===== config.mk =====
export PLATFORM = sky130hd
export DESIGN_NAME = coreCtrl
export DESIGN_NICKNAME = d
export VERILOG_FILES = /design/src/ctrlPkg.sv /design/src/instrDecoder.sv /design/src/hazardDetect.sv /design/src/ctrlPipe.sv /design/src/coreCtrl.sv
export SDC_FILE = /design/constraint.sdc
export NUM_CORES = 1
export LEC_CHECK = 0
export BUFFER_PORTS_ARGS = -buffer_cell sky130_fd_sc_hd__clkbuf_2
export CAP_MARGIN = 0
export CORE_MARGIN = 2
export CORE_UTILIZATION = 45
export DETAILED_ROUTE_END_ITERATION = 8
export PLACE_DENSITY_LB_ADDON = 0.15
export SLEW_MARGIN = 20
export SYNTH_ARGS = -nofsm -noshare
export SYNTH_HDL_FRONTEND = slang
export SYNTH_SLANG_ARGS = --single-unit

===== constraint.sdc =====
create_clock -name Clock -period 1.43 [get_ports Clock]
set_input_delay 0.2145 -clock Clock [delete_from_list [all_inputs] [get_ports Clock]]
set_output_delay 0.2145 -clock Clock [all_outputs]
set_load 0.03 [all_outputs]

===== src/ctrlPkg.sv =====
`default_nettype none

package ctrlPkg;

// ------------------------------
// Widths
// ------------------------------
localparam int XLEN      = 32;  // Data and instruction width
localparam int REG_IDX_W = 5;   // x0..x31
localparam int BYTE_EN_W = 4;   // One enable per byte of a word

// ------------------------------
// Encodings
// ------------------------------
// RV32I major opcodes, FENCE and SYSTEM hit the case defaults
typedef enum logic [6:0] {
    LUI    = 7'b0110111,
    AUIPC  = 7'b0010111,
    JAL    = 7'b1101111,
    JALR   = 7'b1100111,
    BRANCH = 7'b1100011,
    LOAD   = 7'b0000011,
    STORE  = 7'b0100011,
    I_OP   = 7'b0010011,
    R_OP   = 7'b0110011
} tOpcode;

typedef enum logic [3:0] {
    ADD, SUB, SLL, SLT, SLTU, XOR, SRL, SRA, OR, AND
} tAluOp;

// Values follow funct3 so the decoder can cast directly
typedef enum logic [2:0] {
    BEQ  = 3'b000,
    BNE  = 3'b001,
    BLT  = 3'b100,
    BGE  = 3'b101,
    BLTU = 3'b110,
    BGEU = 3'b111
} tBranchOp;

typedef enum logic [2:0] {I_TYPE, S_TYPE, B_TYPE, U_TYPE, J_TYPE} tImmType;

typedef enum logic [1:0] {WB_ALU, WB_DMEM, WB_PC4} tWbSel;  // Write-back source

// ------------------------------
// Control records
// ------------------------------
typedef struct packed {
    logic [REG_IDX_W-1:0] regDst;
    logic [REG_IDX_W-1:0] regSrc1;
    logic [REG_IDX_W-1:0] regSrc2;
    tAluOp                aluOp;
    tBranchOp             branchOp;
    logic                 lui;              // ALU passes the immediate
    logic                 selAluPc;         // PC on ALU operand A
    logic                 selAluImm;        // Immediate on ALU operand B
    logic                 selNextPcJump;    // JAL or JALR
    logic                 selNextPcBranch;  // Conditional branch
    logic                 regWrEn;
    logic                 dMemWrEn;
    logic                 dMemRdEn;
    logic                 signExt;          // Signed load
    logic [BYTE_EN_W-1:0] dMemByteEn;
    tWbSel                wbSel;
} tDecodedCtrl;

typedef struct packed {
    logic                 valid;   // Valid LOAD in that stage
    logic [REG_IDX_W-1:0] regDst;
} tLoadDst;

typedef struct packed {
    logic selNextPcAluOutQ102H;
} tCtrlIf;

typedef struct packed {
    logic [REG_IDX_W-1:0] regSrc1Q101H;
    logic [REG_IDX_W-1:0] regSrc2Q101H;
    logic [REG_IDX_W-1:0] regDstQ105H;
    logic                 regWrEnQ105H;
} tCtrlRf;

typedef struct packed {
    tAluOp                aluOpQ102H;
    tBranchOp             branchOpQ102H;
    logic                 luiQ102H;
    logic                 selAluPcQ102H;
    logic                 selAluImmQ102H;
    logic [REG_IDX_W-1:0] regSrc1Q102H;
    logic [REG_IDX_W-1:0] regSrc2Q102H;
    logic [REG_IDX_W-1:0] regDstQ103H;   // Forwarding sources from here on
    logic                 regWrEnQ103H;
    logic [REG_IDX_W-1:0] regDstQ104H;
    logic                 regWrEnQ104H;
    logic [REG_IDX_W-1:0] regDstQ105H;
    logic                 regWrEnQ105H;
} tCtrlExe;

typedef struct packed {
    logic                 dMemWrEnQ103H;
    logic                 dMemRdEnQ103H;
    logic [BYTE_EN_W-1:0] dMemByteEnQ103H;
} tCtrlMem;

typedef struct packed {
    logic [BYTE_EN_W-1:0] byteEnQ105H;
    logic                 signExtQ105H;
    tWbSel                wbSelQ105H;
} tCtrlWb;

endpackage

`default_nettype wire


===== src/instrDecoder.sv =====
`timescale 1ns/10ps
`default_nettype none

module instrDecoder
    import ctrlPkg::*;
(
    input  logic [XLEN-1:0] instructionQ101H,
    output tDecodedCtrl     ctrlQ101H,
    output logic [XLEN-1:0] immediateQ101H
);

tOpcode     opcode;
logic [2:0] funct3;
logic [6:0] funct7;
logic       isMemAccess;   // LOAD or STORE
tImmType    immType;

// Shared by R_OP and I_OP, alt picks SUB or SRA
function automatic tAluOp aluOpFromFunct(input logic [2:0] f3, input logic alt);
    tAluOp op;
    case (f3)
        3'b000:  op = alt ? SUB : ADD;
        3'b001:  op = SLL;
        3'b010:  op = SLT;
        3'b011:  op = SLTU;
        3'b100:  op = XOR;
        3'b101:  op = alt ? SRA : SRL;
        3'b110:  op = OR;
        default: op = AND;   // 3'b111
    endcase
    return op;
endfunction

// ------------------------------
// Field extraction
// ------------------------------
assign opcode      = tOpcode'(instructionQ101H[6:0]);
assign funct3      = instructionQ101H[14:12];
assign funct7      = instructionQ101H[31:25];
assign isMemAccess = (opcode == LOAD) || (opcode == STORE);

// ------------------------------
// Control bits
// ------------------------------
always_comb begin
    ctrlQ101H.regDst  = instructionQ101H[11:7];
    ctrlQ101H.regSrc1 = instructionQ101H[19:15];
    ctrlQ101H.regSrc2 = instructionQ101H[24:20];

    // ALU operation, address and PC math all use ADD
    case (opcode)
        R_OP:    ctrlQ101H.aluOp = aluOpFromFunct(funct3, funct7[5]);
        I_OP:    ctrlQ101H.aluOp = aluOpFromFunct(funct3, funct7[5] && (funct3 == 3'b101));
        default: ctrlQ101H.aluOp = ADD;
    endcase
    ctrlQ101H.branchOp = (opcode == BRANCH) ? tBranchOp'(funct3) : BEQ;

    // Operand and next-PC selects
    ctrlQ101H.lui             = (opcode == LUI);
    ctrlQ101H.selAluPc        = (opcode == JAL) || (opcode == BRANCH) || (opcode == AUIPC);
    ctrlQ101H.selAluImm       = (opcode != R_OP);   // Only reg-reg uses rs2 on operand B
    ctrlQ101H.selNextPcJump   = (opcode == JAL) || (opcode == JALR);
    ctrlQ101H.selNextPcBranch = (opcode == BRANCH);

    // Enables, FENCE and SYSTEM write nothing
    ctrlQ101H.regWrEn  = (opcode == LUI)  || (opcode == AUIPC) || (opcode == JAL) ||
                         (opcode == JALR) || (opcode == LOAD)  || (opcode == I_OP) ||
                         (opcode == R_OP);
    ctrlQ101H.dMemWrEn = (opcode == STORE);
    ctrlQ101H.dMemRdEn = (opcode == LOAD);
    ctrlQ101H.signExt  = (opcode == LOAD) && !funct3[2];   // LB, LH

    // Access size from funct3
    ctrlQ101H.dMemByteEn = '0;
    if (isMemAccess) begin
        case (funct3[1:0])
            2'b00:   ctrlQ101H.dMemByteEn = 4'b0001;   // Byte
            2'b01:   ctrlQ101H.dMemByteEn = 4'b0011;   // Half
            2'b10:   ctrlQ101H.dMemByteEn = 4'b1111;   // Word
            default: ctrlQ101H.dMemByteEn = '0;
        endcase
    end

    // Write-back source
    if (ctrlQ101H.selNextPcJump) begin
        ctrlQ101H.wbSel = WB_PC4;   // Link address
    end else if (opcode == LOAD) begin
        ctrlQ101H.wbSel = WB_DMEM;
    end else begin
        ctrlQ101H.wbSel = WB_ALU;
    end
end

// ------------------------------
// Immediate generator
// ------------------------------
always_comb begin
    case (opcode)
        LUI, AUIPC: immType = U_TYPE;
        JAL:        immType = J_TYPE;
        BRANCH:     immType = B_TYPE;
        STORE:      immType = S_TYPE;
        default:    immType = I_TYPE;   // JALR, LOAD, I_OP and the rest
    endcase
end

always_comb begin
    case (immType)
        U_TYPE: immediateQ101H = {instructionQ101H[31:12], 12'b0};
        S_TYPE: immediateQ101H = {{20{instructionQ101H[31]}}, instructionQ101H[31:25],
                                  instructionQ101H[11:7]};
        B_TYPE: immediateQ101H = {{20{instructionQ101H[31]}}, instructionQ101H[7],
                                  instructionQ101H[30:25], instructionQ101H[11:8], 1'b0};
        J_TYPE: immediateQ101H = {{12{instructionQ101H[31]}}, instructionQ101H[19:12],
                                  instructionQ101H[20], instructionQ101H[30:21], 1'b0};
        default: immediateQ101H = {{20{instructionQ101H[31]}}, instructionQ101H[31:20]};
    endcase
end

endmodule

`default_nettype wire


===== src/hazardDetect.sv =====
`timescale 1ns/10ps
`default_nettype none

module hazardDetect
    import ctrlPkg::*;
(
    input  logic            Clock,
    input  logic            rstN,
    input  logic            readyQ103H,
    input  logic [XLEN-1:0] instructionQ101H,
    input  tLoadDst         loadQ102H,
    input  tLoadDst         loadQ103H,
    input  logic            jumpQ102H,
    input  logic            branchQ102H,
    input  logic            branchCondMetQ102H,
    output logic            loadHazardQ101H,
    output logic            flushQ102H,
    output logic            flushQ103H
);

tOpcode               opcodeQ101H;
logic [REG_IDX_W-1:0] rs1Q101H;
logic [REG_IDX_W-1:0] rs2Q101H;
logic                 rs2UsedQ101H;   // Only these read rs2 as a register
logic                 rs1Hit;
logic                 rs2Hit;

// Source matches a load result not yet written back
function automatic logic loadMatch(input tLoadDst ld, input logic [REG_IDX_W-1:0] rs);
    return ld.valid && (ld.regDst == rs);
endfunction

// ------------------------------
// Load-use
// ------------------------------
assign opcodeQ101H  = tOpcode'(instructionQ101H[6:0]);
assign rs1Q101H     = instructionQ101H[19:15];
assign rs2Q101H     = instructionQ101H[24:20];
assign rs2UsedQ101H = (opcodeQ101H == R_OP) || (opcodeQ101H == STORE) ||
                      (opcodeQ101H == BRANCH);

assign rs1Hit = loadMatch(loadQ102H, rs1Q101H) || loadMatch(loadQ103H, rs1Q101H);
assign rs2Hit = loadMatch(loadQ102H, rs2Q101H) || loadMatch(loadQ103H, rs2Q101H);

assign loadHazardQ101H = rs1Hit || (rs2Hit && rs2UsedQ101H);

// ------------------------------
// Branch and jump flush
// ------------------------------
assign flushQ102H = jumpQ102H || (branchQ102H && branchCondMetQ102H);   // Target chosen in Q102

// Second wrong-path slot
always_ff @(posedge Clock or negedge rstN) begin
    if (!rstN) begin
        flushQ103H <= 1'b0;
    end else if (readyQ103H) begin
        flushQ103H <= flushQ102H;
    end
end

endmodule

`default_nettype wire


===== src/ctrlPipe.sv =====
`timescale 1ns/10ps
`default_nettype none

module ctrlPipe
    import ctrlPkg::*;
(
    input  logic        Clock,
    input  logic        rstN,
    input  logic        dMemReady,
    input  tDecodedCtrl ctrlQ101H,
    input  logic        loadHazardQ101H,
    input  logic        flushQ102H,
    input  logic        flushQ103H,
    output tLoadDst     loadQ102H,
    output tLoadDst     loadQ103H,
    output logic        jumpQ102H,
    output logic        branchQ102H,
    output logic        readyQ100H,
    output logic        readyQ101H,
    output tCtrlIf      ctrlIf,
    output tCtrlRf      ctrlRf,
    output tCtrlExe     ctrlExe,
    output tCtrlMem     ctrlMem,
    output tCtrlWb      ctrlWb,
    output logic        validInstQ105H
);

// Index n below means stage Q10n
logic [5:0]  readyStage;
logic [5:1]  validStage;          // Valid bits after ready gating
logic [5:2]  preValid;            // Registered valid bits
logic        bubbleQ101H;
tDecodedCtrl stageSrc  [2:5];     // Input of each stage register
tDecodedCtrl stageCtrl [2:5];

// ------------------------------
// Ready levels
// ------------------------------
assign readyStage[5:2] = {4{dMemReady}};   // Only data memory stalls the back end
assign readyStage[1]   = (dMemReady && !loadHazardQ101H) || flushQ102H || flushQ103H;
assign readyStage[0]   = dMemReady && readyStage[1];
assign readyQ100H      = readyStage[0];
assign readyQ101H      = readyStage[1];

assign bubbleQ101H = flushQ102H || flushQ103H || loadHazardQ101H;   // Kill Q101, keep its bits

always_comb begin
    validStage[1] = readyStage[1] && !bubbleQ101H;
    for (int n = 2; n <= 5; n++) begin
        validStage[n] = readyStage[n] && preValid[n];
    end
end

// ------------------------------
// Stage registers
// ------------------------------
always_comb begin
    stageSrc[2] = ctrlQ101H;
    for (int n = 3; n <= 5; n++) begin
        stageSrc[n] = stageCtrl[n-1];
    end
end

always_ff @(posedge Clock or negedge rstN) begin
    if (!rstN) begin
        preValid <= '0;
    end else begin
        for (int n = 2; n <= 5; n++) begin
            if (readyStage[n]) begin
                preValid[n] <= validStage[n-1];   // Hold while frozen
            end
        end
    end
end

always_ff @(posedge Clock) begin
    for (int n = 2; n <= 5; n++) begin
        if (readyStage[n]) begin
            stageCtrl[n] <= stageSrc[n];
        end
    end
end

// ------------------------------
// To the hazard detector
// ------------------------------
assign loadQ102H.valid  = validStage[2] && stageCtrl[2].dMemRdEn;   // Only LOAD reads memory
assign loadQ102H.regDst = stageCtrl[2].regDst;
assign loadQ103H.valid  = validStage[3] && stageCtrl[3].dMemRdEn;
assign loadQ103H.regDst = stageCtrl[3].regDst;
assign jumpQ102H        = validStage[2] && stageCtrl[2].selNextPcJump;
assign branchQ102H      = validStage[2] && stageCtrl[2].selNextPcBranch;

// ------------------------------
// Grouped outputs
// ------------------------------
assign ctrlIf.selNextPcAluOutQ102H = flushQ102H;   // Taken branch or jump

assign ctrlRf.regSrc1Q101H = ctrlQ101H.regSrc1;    // Read ports in decode
assign ctrlRf.regSrc2Q101H = ctrlQ101H.regSrc2;
assign ctrlRf.regDstQ105H  = stageCtrl[5].regDst;
assign ctrlRf.regWrEnQ105H = validStage[5] && stageCtrl[5].regWrEn;

assign ctrlExe.aluOpQ102H     = stageCtrl[2].aluOp;
assign ctrlExe.branchOpQ102H  = stageCtrl[2].branchOp;
assign ctrlExe.luiQ102H       = stageCtrl[2].lui;
assign ctrlExe.selAluPcQ102H  = stageCtrl[2].selAluPc;
assign ctrlExe.selAluImmQ102H = stageCtrl[2].selAluImm;
assign ctrlExe.regSrc1Q102H   = stageCtrl[2].regSrc1;
assign ctrlExe.regSrc2Q102H   = stageCtrl[2].regSrc2;
assign ctrlExe.regDstQ103H    = stageCtrl[3].regDst;   // Forwarding compares
assign ctrlExe.regWrEnQ103H   = validStage[3] && stageCtrl[3].regWrEn;
assign ctrlExe.regDstQ104H    = stageCtrl[4].regDst;
assign ctrlExe.regWrEnQ104H   = validStage[4] && stageCtrl[4].regWrEn;
assign ctrlExe.regDstQ105H    = stageCtrl[5].regDst;
assign ctrlExe.regWrEnQ105H   = validStage[5] && stageCtrl[5].regWrEn;

assign ctrlMem.dMemWrEnQ103H   = validStage[3] && stageCtrl[3].dMemWrEn;
assign ctrlMem.dMemRdEnQ103H   = validStage[3] && stageCtrl[3].dMemRdEn;
assign ctrlMem.dMemByteEnQ103H = stageCtrl[3].dMemByteEn;

assign ctrlWb.byteEnQ105H  = stageCtrl[5].dMemByteEn;   // Load data alignment
assign ctrlWb.signExtQ105H = stageCtrl[5].signExt;
assign ctrlWb.wbSelQ105H   = stageCtrl[5].wbSel;

assign validInstQ105H = validStage[5];   // Retire strobe

endmodule

`default_nettype wire


===== src/coreCtrl.sv =====
`timescale 1ns/10ps
`default_nettype none

module coreCtrl
    import ctrlPkg::*;
(
    input  logic            Clock,
    input  logic            rstN,
    input  logic            dMemReady,
    input  logic            branchCondMetQ102H,
    input  logic [XLEN-1:0] instructionQ101H,
    output logic            readyQ100H,
    output logic            readyQ101H,
    output tCtrlIf          ctrlIf,
    output tCtrlRf          ctrlRf,
    output tCtrlExe         ctrlExe,
    output tCtrlMem         ctrlMem,
    output tCtrlWb          ctrlWb,
    output logic [XLEN-1:0] immediateQ101H,
    output logic            validInstQ105H
);

tDecodedCtrl ctrlQ101H;
tLoadDst     loadQ102H;
tLoadDst     loadQ103H;
logic        jumpQ102H;
logic        branchQ102H;
logic        loadHazardQ101H;
logic        flushQ102H;
logic        flushQ103H;

// ------------------------------
// Decode and hazards side by side
// ------------------------------
instrDecoder i_decoder (
    .instructionQ101H (instructionQ101H),
    .ctrlQ101H        (ctrlQ101H),
    .immediateQ101H   (immediateQ101H)
);

hazardDetect i_hazard (
    .Clock              (Clock),
    .rstN               (rstN),
    .readyQ103H         (dMemReady),   // Q103 ready is the memory level
    .instructionQ101H   (instructionQ101H),
    .loadQ102H          (loadQ102H),
    .loadQ103H          (loadQ103H),
    .jumpQ102H          (jumpQ102H),
    .branchQ102H        (branchQ102H),
    .branchCondMetQ102H (branchCondMetQ102H),
    .loadHazardQ101H    (loadHazardQ101H),
    .flushQ102H         (flushQ102H),
    .flushQ103H         (flushQ103H)
);

ctrlPipe i_pipe (
    .Clock           (Clock),
    .rstN            (rstN),
    .dMemReady       (dMemReady),
    .ctrlQ101H       (ctrlQ101H),
    .loadHazardQ101H (loadHazardQ101H),
    .flushQ102H      (flushQ102H),
    .flushQ103H      (flushQ103H),
    .loadQ102H       (loadQ102H),
    .loadQ103H       (loadQ103H),
    .jumpQ102H       (jumpQ102H),
    .branchQ102H     (branchQ102H),
    .readyQ100H      (readyQ100H),
    .readyQ101H      (readyQ101H),
    .ctrlIf          (ctrlIf),
    .ctrlRf          (ctrlRf),
    .ctrlExe         (ctrlExe),
    .ctrlMem         (ctrlMem),
    .ctrlWb          (ctrlWb),
    .validInstQ105H  (validInstQ105H)
);

endmodule

`default_nettype wire


# Word-level counts from Yosys, hierarchy flattened
# Memory sizes are Yosys's and may differ from the RTL's.
# Cells that the tools add are included.
# op_classes
reduce_logical	49
eq_ne	26
muxes	16
# ops
op	n
one-hot mux 31 bit (4 select lines)	1
one-hot mux 4 bit (7 select lines)	2
logical AND 1 bit	23
== test 7 x 6 -> 1 bit (second input constant)	3
== test 7 bit (second input constant)	3
== test 5 bit	4
logical OR 1 bit	20
== test 7 x 5 -> 1 bit (second input constant)	2
== test 3 x 2 -> 1 bit (second input constant)	4
== test 3 bit (second input constant)	4
one-hot mux 3 bit (4 select lines)	1
one-hot mux 4 bit (3 select lines)	1
one-hot mux 4 bit (2 select lines)	1
== test 7 x 2 -> 1 bit (second input constant)	1
two-way mux 1 bit	7
inequality test 7 x 6 -> 1 bit (second input constant)	1
== test 3 x 1 -> 1 bit (second input constant)	2
two-way mux 4 bit	1
logical NOT 1 bit	3
logical NOT 3 bit	1
two-way mux 3 bit	1
== test 2 x 1 -> 1 bit (second input constant)	1
== test 2 bit (second input constant)	1
logical NOT 2 bit	1
2 further kinds	2
# word_totals
n_memories	1
mem_bits_rw	148
regBits	5
inputBits	36
# memory_table
memory	words	word_bits	rd	rd_ports_with_merged_regs	wr	line	rtl
i_pipe.stageCtrl	4	37	4	0	4	ctrlPipe.sv:34	tDecodedCtrl stageCtrl [2:5];

# Logic depth before layout (Yosys ltp)
# depth
ltp_word	11
mapped_depth	8
depth_no_buf	7

# Hierarchy
# A second synthesis with hierarchy kept.
# unflattened
hier_cells	334
hier_area_um2	4366.7
# modules_own_cells
module	cells_per_inst	n_inst	area_per_inst_um2
ctrlPipe	175	1	3140.5
instrDecoder	122	1	923.4
hazardDetect	37	1	302.8

# Worst setup path after synthesis
# OpenSTA, ideal clock, no wires.
# synth_timing
kind	register to output
start	register i_pipe.preValid[3] (netlist bit)
end	output port readyQ100H
path_stages_with_launch	5
path_buffers	0
slack_ps	-371
t_required_ps	1216
arrival_time_ps	1586
cell_sequence	dfrtp_1 and3_1 nand3_1 o211ai_1 o21ai_0
# synth_lines
item	line	rtl
start: declaration	ctrlPipe.sv:31	logic [5:2] preValid;
start signal: indexed assignment	ctrlPipe.sv:70	preValid[n] <= validStage[n-1];
end: declaration	coreCtrl.sv:12	output logic readyQ100H,

==> summary.md <==
| Metric | Value |
|---|---|
| Die height | `96.4 um` |
| H-tree Lvls | `3` |
| DRC | `0` |
| Proportion of power drawn by the clock network | `31.2%` |
| Seq pwr share | `45.8%` |
| CP Class | `flip-flop to output port` |
| Post-DP Area | `4730 um2` |
| Routed vias/inst | `4.82` |
| CP delay by family, top | `simple AND/OR/NAND/NOR gates` |
| Internal power component | `4.25 mW` |
| WHS Path Cells | `1` |
| Total global-route track usage | `19.8%` |
| Syn_nets | `354` |
| Final Skew | `10.9 ps` |
| GPL Wtd Cong | `0.921` |
| Fillers | `585` |
| Fmax | `461 MHz` |
| Synth top cells by count | `edfxtp_1 (73), buf_4 (66), nand2_1 (36), nor2_1 (14), xor2_1 (13)` |
| Non-Filler Instances | `574` |
| Grt total ovfl | `0` |
| TritonCTS buffer count | `9` |
| Worst path cell trace | `xor2_1 > nor4_1 > nand3_1 > a22oi_2 > o21ai_2 > clkbuf_8` |
| Fin. Hold Viols | `0` |
| Vias in the first global route | `2685` |
| Critical path launch point type | `flip-flop` |
| RSZ-0062 raised after global routing | `yes` |
| Post-synth ARST share | `6.41%` |
| Placeable Area | `8260 um2` |
| Sw Share | `29.0%` |
| Fin crit period | `2170 ps` |
| Avg WL per Cell | `16.4 um` |
| Period utilisation layout | `152%` |
| Cells after Synth | `313` |
| Antenna violations before repair | `0` |
| Worst Hold End | `i_pipe.stageCtrl[1][33]$_DFFE_PP_` |
| First-pass GRT wire length | `13.6 mm` |
| CTS root buf | `clkbuf_8` |
| Area occupied by multi-input gates | `1380 um2` |
| Failing checks | `negative setup slack` |
| R2r worst-path depth | `5` |
| I/O pin cnt | `139` |
| Total Wirelength | `9.41 mm` |
| Capturing element type of the critical path | `output port` |
| Hold wc startpoint | `instructionQ101H[8]` |
| Reg2Reg Setup Slack | `-130 ps` |
| Slew @ Worst Pin | `536 ps` |
| CTS clk-pin slew, worst paths | `90 ps` |
| R2r endpoint | `i_pipe.preValid[2]$_DFFE_PN0P_` |
| Most frequent cell after synthesis | `edfxtp_1` |
| Status | `finished with violations` |
| Vias | `2764` |
| Largest net degree at the start of global routing | `37` |
| Nets | `505` |
| Ys flop type | `edfxtp_1` |
| FF-to-FF Start | `i_pipe.stageCtrl[1][69]$_DFFE_PP_` |
| Yosys warnings | `0` |
| Die width | `96.4 um` |
| Initial Utilization | `46.5%` |
| Post-Syn Area | `3840 um2` |
| NetSw | `1.74 mW` |
| Slew Limit Headroom | `64.0%` |
| Area Overhead vs Synth | `53.0%` |
| Post-synth EDFFs | `73` |
| Combinational Power Share | `23.0%` |
| Post-route ant nets | `0` |
| Max clock buf depth | `2` |
| Synth area leaders | `edfxtp_1 (57%), buf_4 (13%), nand2_1 (3.5%)` |
| PnR worst setup slack | `-741 ps` |
| WP data required | `1220 ps` |
| Die Footprint | `9290 um2` |
| MaxCap Viol Count | `0` |
| Min-Delay Path Class | `input pin to flip-flop` |
| Final instance area | `5880 um2` |
| Placed Cells | `538` |
| Count of cell types in the netlist | `37` |
| Post-synth top area share | `57.0%` |
| Power Density | `1020 nW/um2` |
| Layout cells sized above 1 | `63.8%` |
| 1st-pass router iterations | `4` |
| Final setup violating endpoints | `36` |
| Fraction of the yosys area taken by sequential cells | `60.3%` |
| Worst vdd ir | `0.000446 V` |
| TritonCTS clock tree | `yes` |
| Storage cell area | `2320 um2` |
| Final Max Slew Viols | `0` |
| Leakage | `2.60 nW` |
| WP data arrival | `1960 ps` |
| Critical path buffers and inverters | `1` |
| # diodes | `0` |
| Slowest CP cell | `edfxtp_1` |
| Clk Latency, worst-skew pair | `350 ps` |
| FP Rows | `33` |
| CP max FO | `3` |
| # port buffers | `138` |
| #FFs+latches synth | `78` |
| Crit-path max cell delay | `430 ps` |
| Leading area contributor after synthesis | `edfxtp_1` |
| Clock sinks | `78` |
| HPWL Detailed | `6.27 mm` |
| Final setup TNS | `-8230 ps` |
| Iteration-0 DRC Markers | `51` |
| Syn Area/Cell | `12.3 um2` |
flip-flops by register name (all words and copies together) (netlist names):
signal / flops
i_pipe.stageCtrl: 73
i_hazard.flushQ103H: 1
i_pipe.preValid: 4
power groups by stage:
stage	registers, mW	clock network [mW]	logic, mW
after floorplan	2.78	0	0.778
after global placement	2.78	0	1.08
after detailed placement	2.79	0	1.09
after CTS	2.74	1.90	1.28
after global routing	2.76	2.00	1.45
final	2.74	1.87	1.38
worst max-delay path by stage:
stage                  to                         startpoint  cells past startpoint
2_1_floorplan  readyQ100H  i_pipe.stageCtrl[1][69]$_DFFE_PP_                      5
3_3_place_gp   readyQ101H                instructionQ101H[6]                      7
3_5_place_dp   readyQ101H                instructionQ101H[6]                      7
4_1_cts        readyQ101H  i_pipe.stageCtrl[1][69]$_DFFE_PP_                      6
5_1_grt        readyQ101H  i_pipe.stageCtrl[1][69]$_DFFE_PP_                      6
6_report       readyQ101H  i_pipe.stageCtrl[1][69]$_DFFE_PP_                      6
worst reg2reg max path: cells and delay by family, from the launching register on:
| family | cells | cell delay (ps) |
|---|---|---|
| AOI/OAI and AO/OA | 2 | 390 |
| and+or+nand+nor | 2 | 450 |
| DFF | 1 | 430 |
| xor gates and xnor gates | 1 | 170 |
layer usage:
layer / vias up / part of all wire (%) / wire [um] / track usage [%]
met1: 1312 / 43 / 4030 / 24.6
met3: 11 / 5.7 / 532 / 4.81
met4: 0 / 1.8 / 172 / 9.27
met5: - / 0 / 0 / 0
li1: 1336 / - / - / -
met2: 105 / 50 / 4670 / 32.7
cells by family (layout without fill, tap and decap cells):
family	Yosys count	in the layout	synth area share (%)
simple gates	96	97	12.9
buf+inv	79	234	14.4
flops	78	78	60.3
compound gates	33	33	5.63
xor+xnor	20	20	4.56
fa+ha+maj	5	5	1.63
mux	2	2	0.586
layout by cell type, fill, tap and decap left out, types with 10 or more instances in the layout:
cell type  netlist  layout
clkbuf_2         0      95
nor2_1          14      13
buf_4           66      53
nand2_2          0      14
buf_8            0      35
edfxtp_1        73      73
a21o_4           0      10
xor2_1          13      13
buf_6            1      18
nand2_4          0      16
clkbuf_8         0      12
through the flow:
stage	setup WS, ps	power, mW	hold slack [ps]	util [%]
floorplan	-120	3.56	-81.1	-
global placement	-387	3.87	37.7	57.3
detailed placement	-395	3.89	36.3	57.3
CTS	-710	5.92	46.3	68.0
global route	-837	6.22	54.2	71.2
finish	-741	5.99	72.4	71.2
final cells by class:
class                   count  share of cell area, %
flip-flops and latches     78                   39.4
repair buffers            211                   30.5
multi-input cells         157                   23.5
well taps                 105                   2.23
clock buffers               9                   2.11
clock inverters             7                   1.77
inverters                   7                  0.489
what timing repair did:
item	CTS	global route
buffers inserted	13	11
hold endpoints to repair	5	0
pin swaps	27	17
endpoints found under the setup margin	37	40
cloned	3	1
gates resized for setup	111	91
hold buffers	1	0
Power figures use the tool's default switching activity.
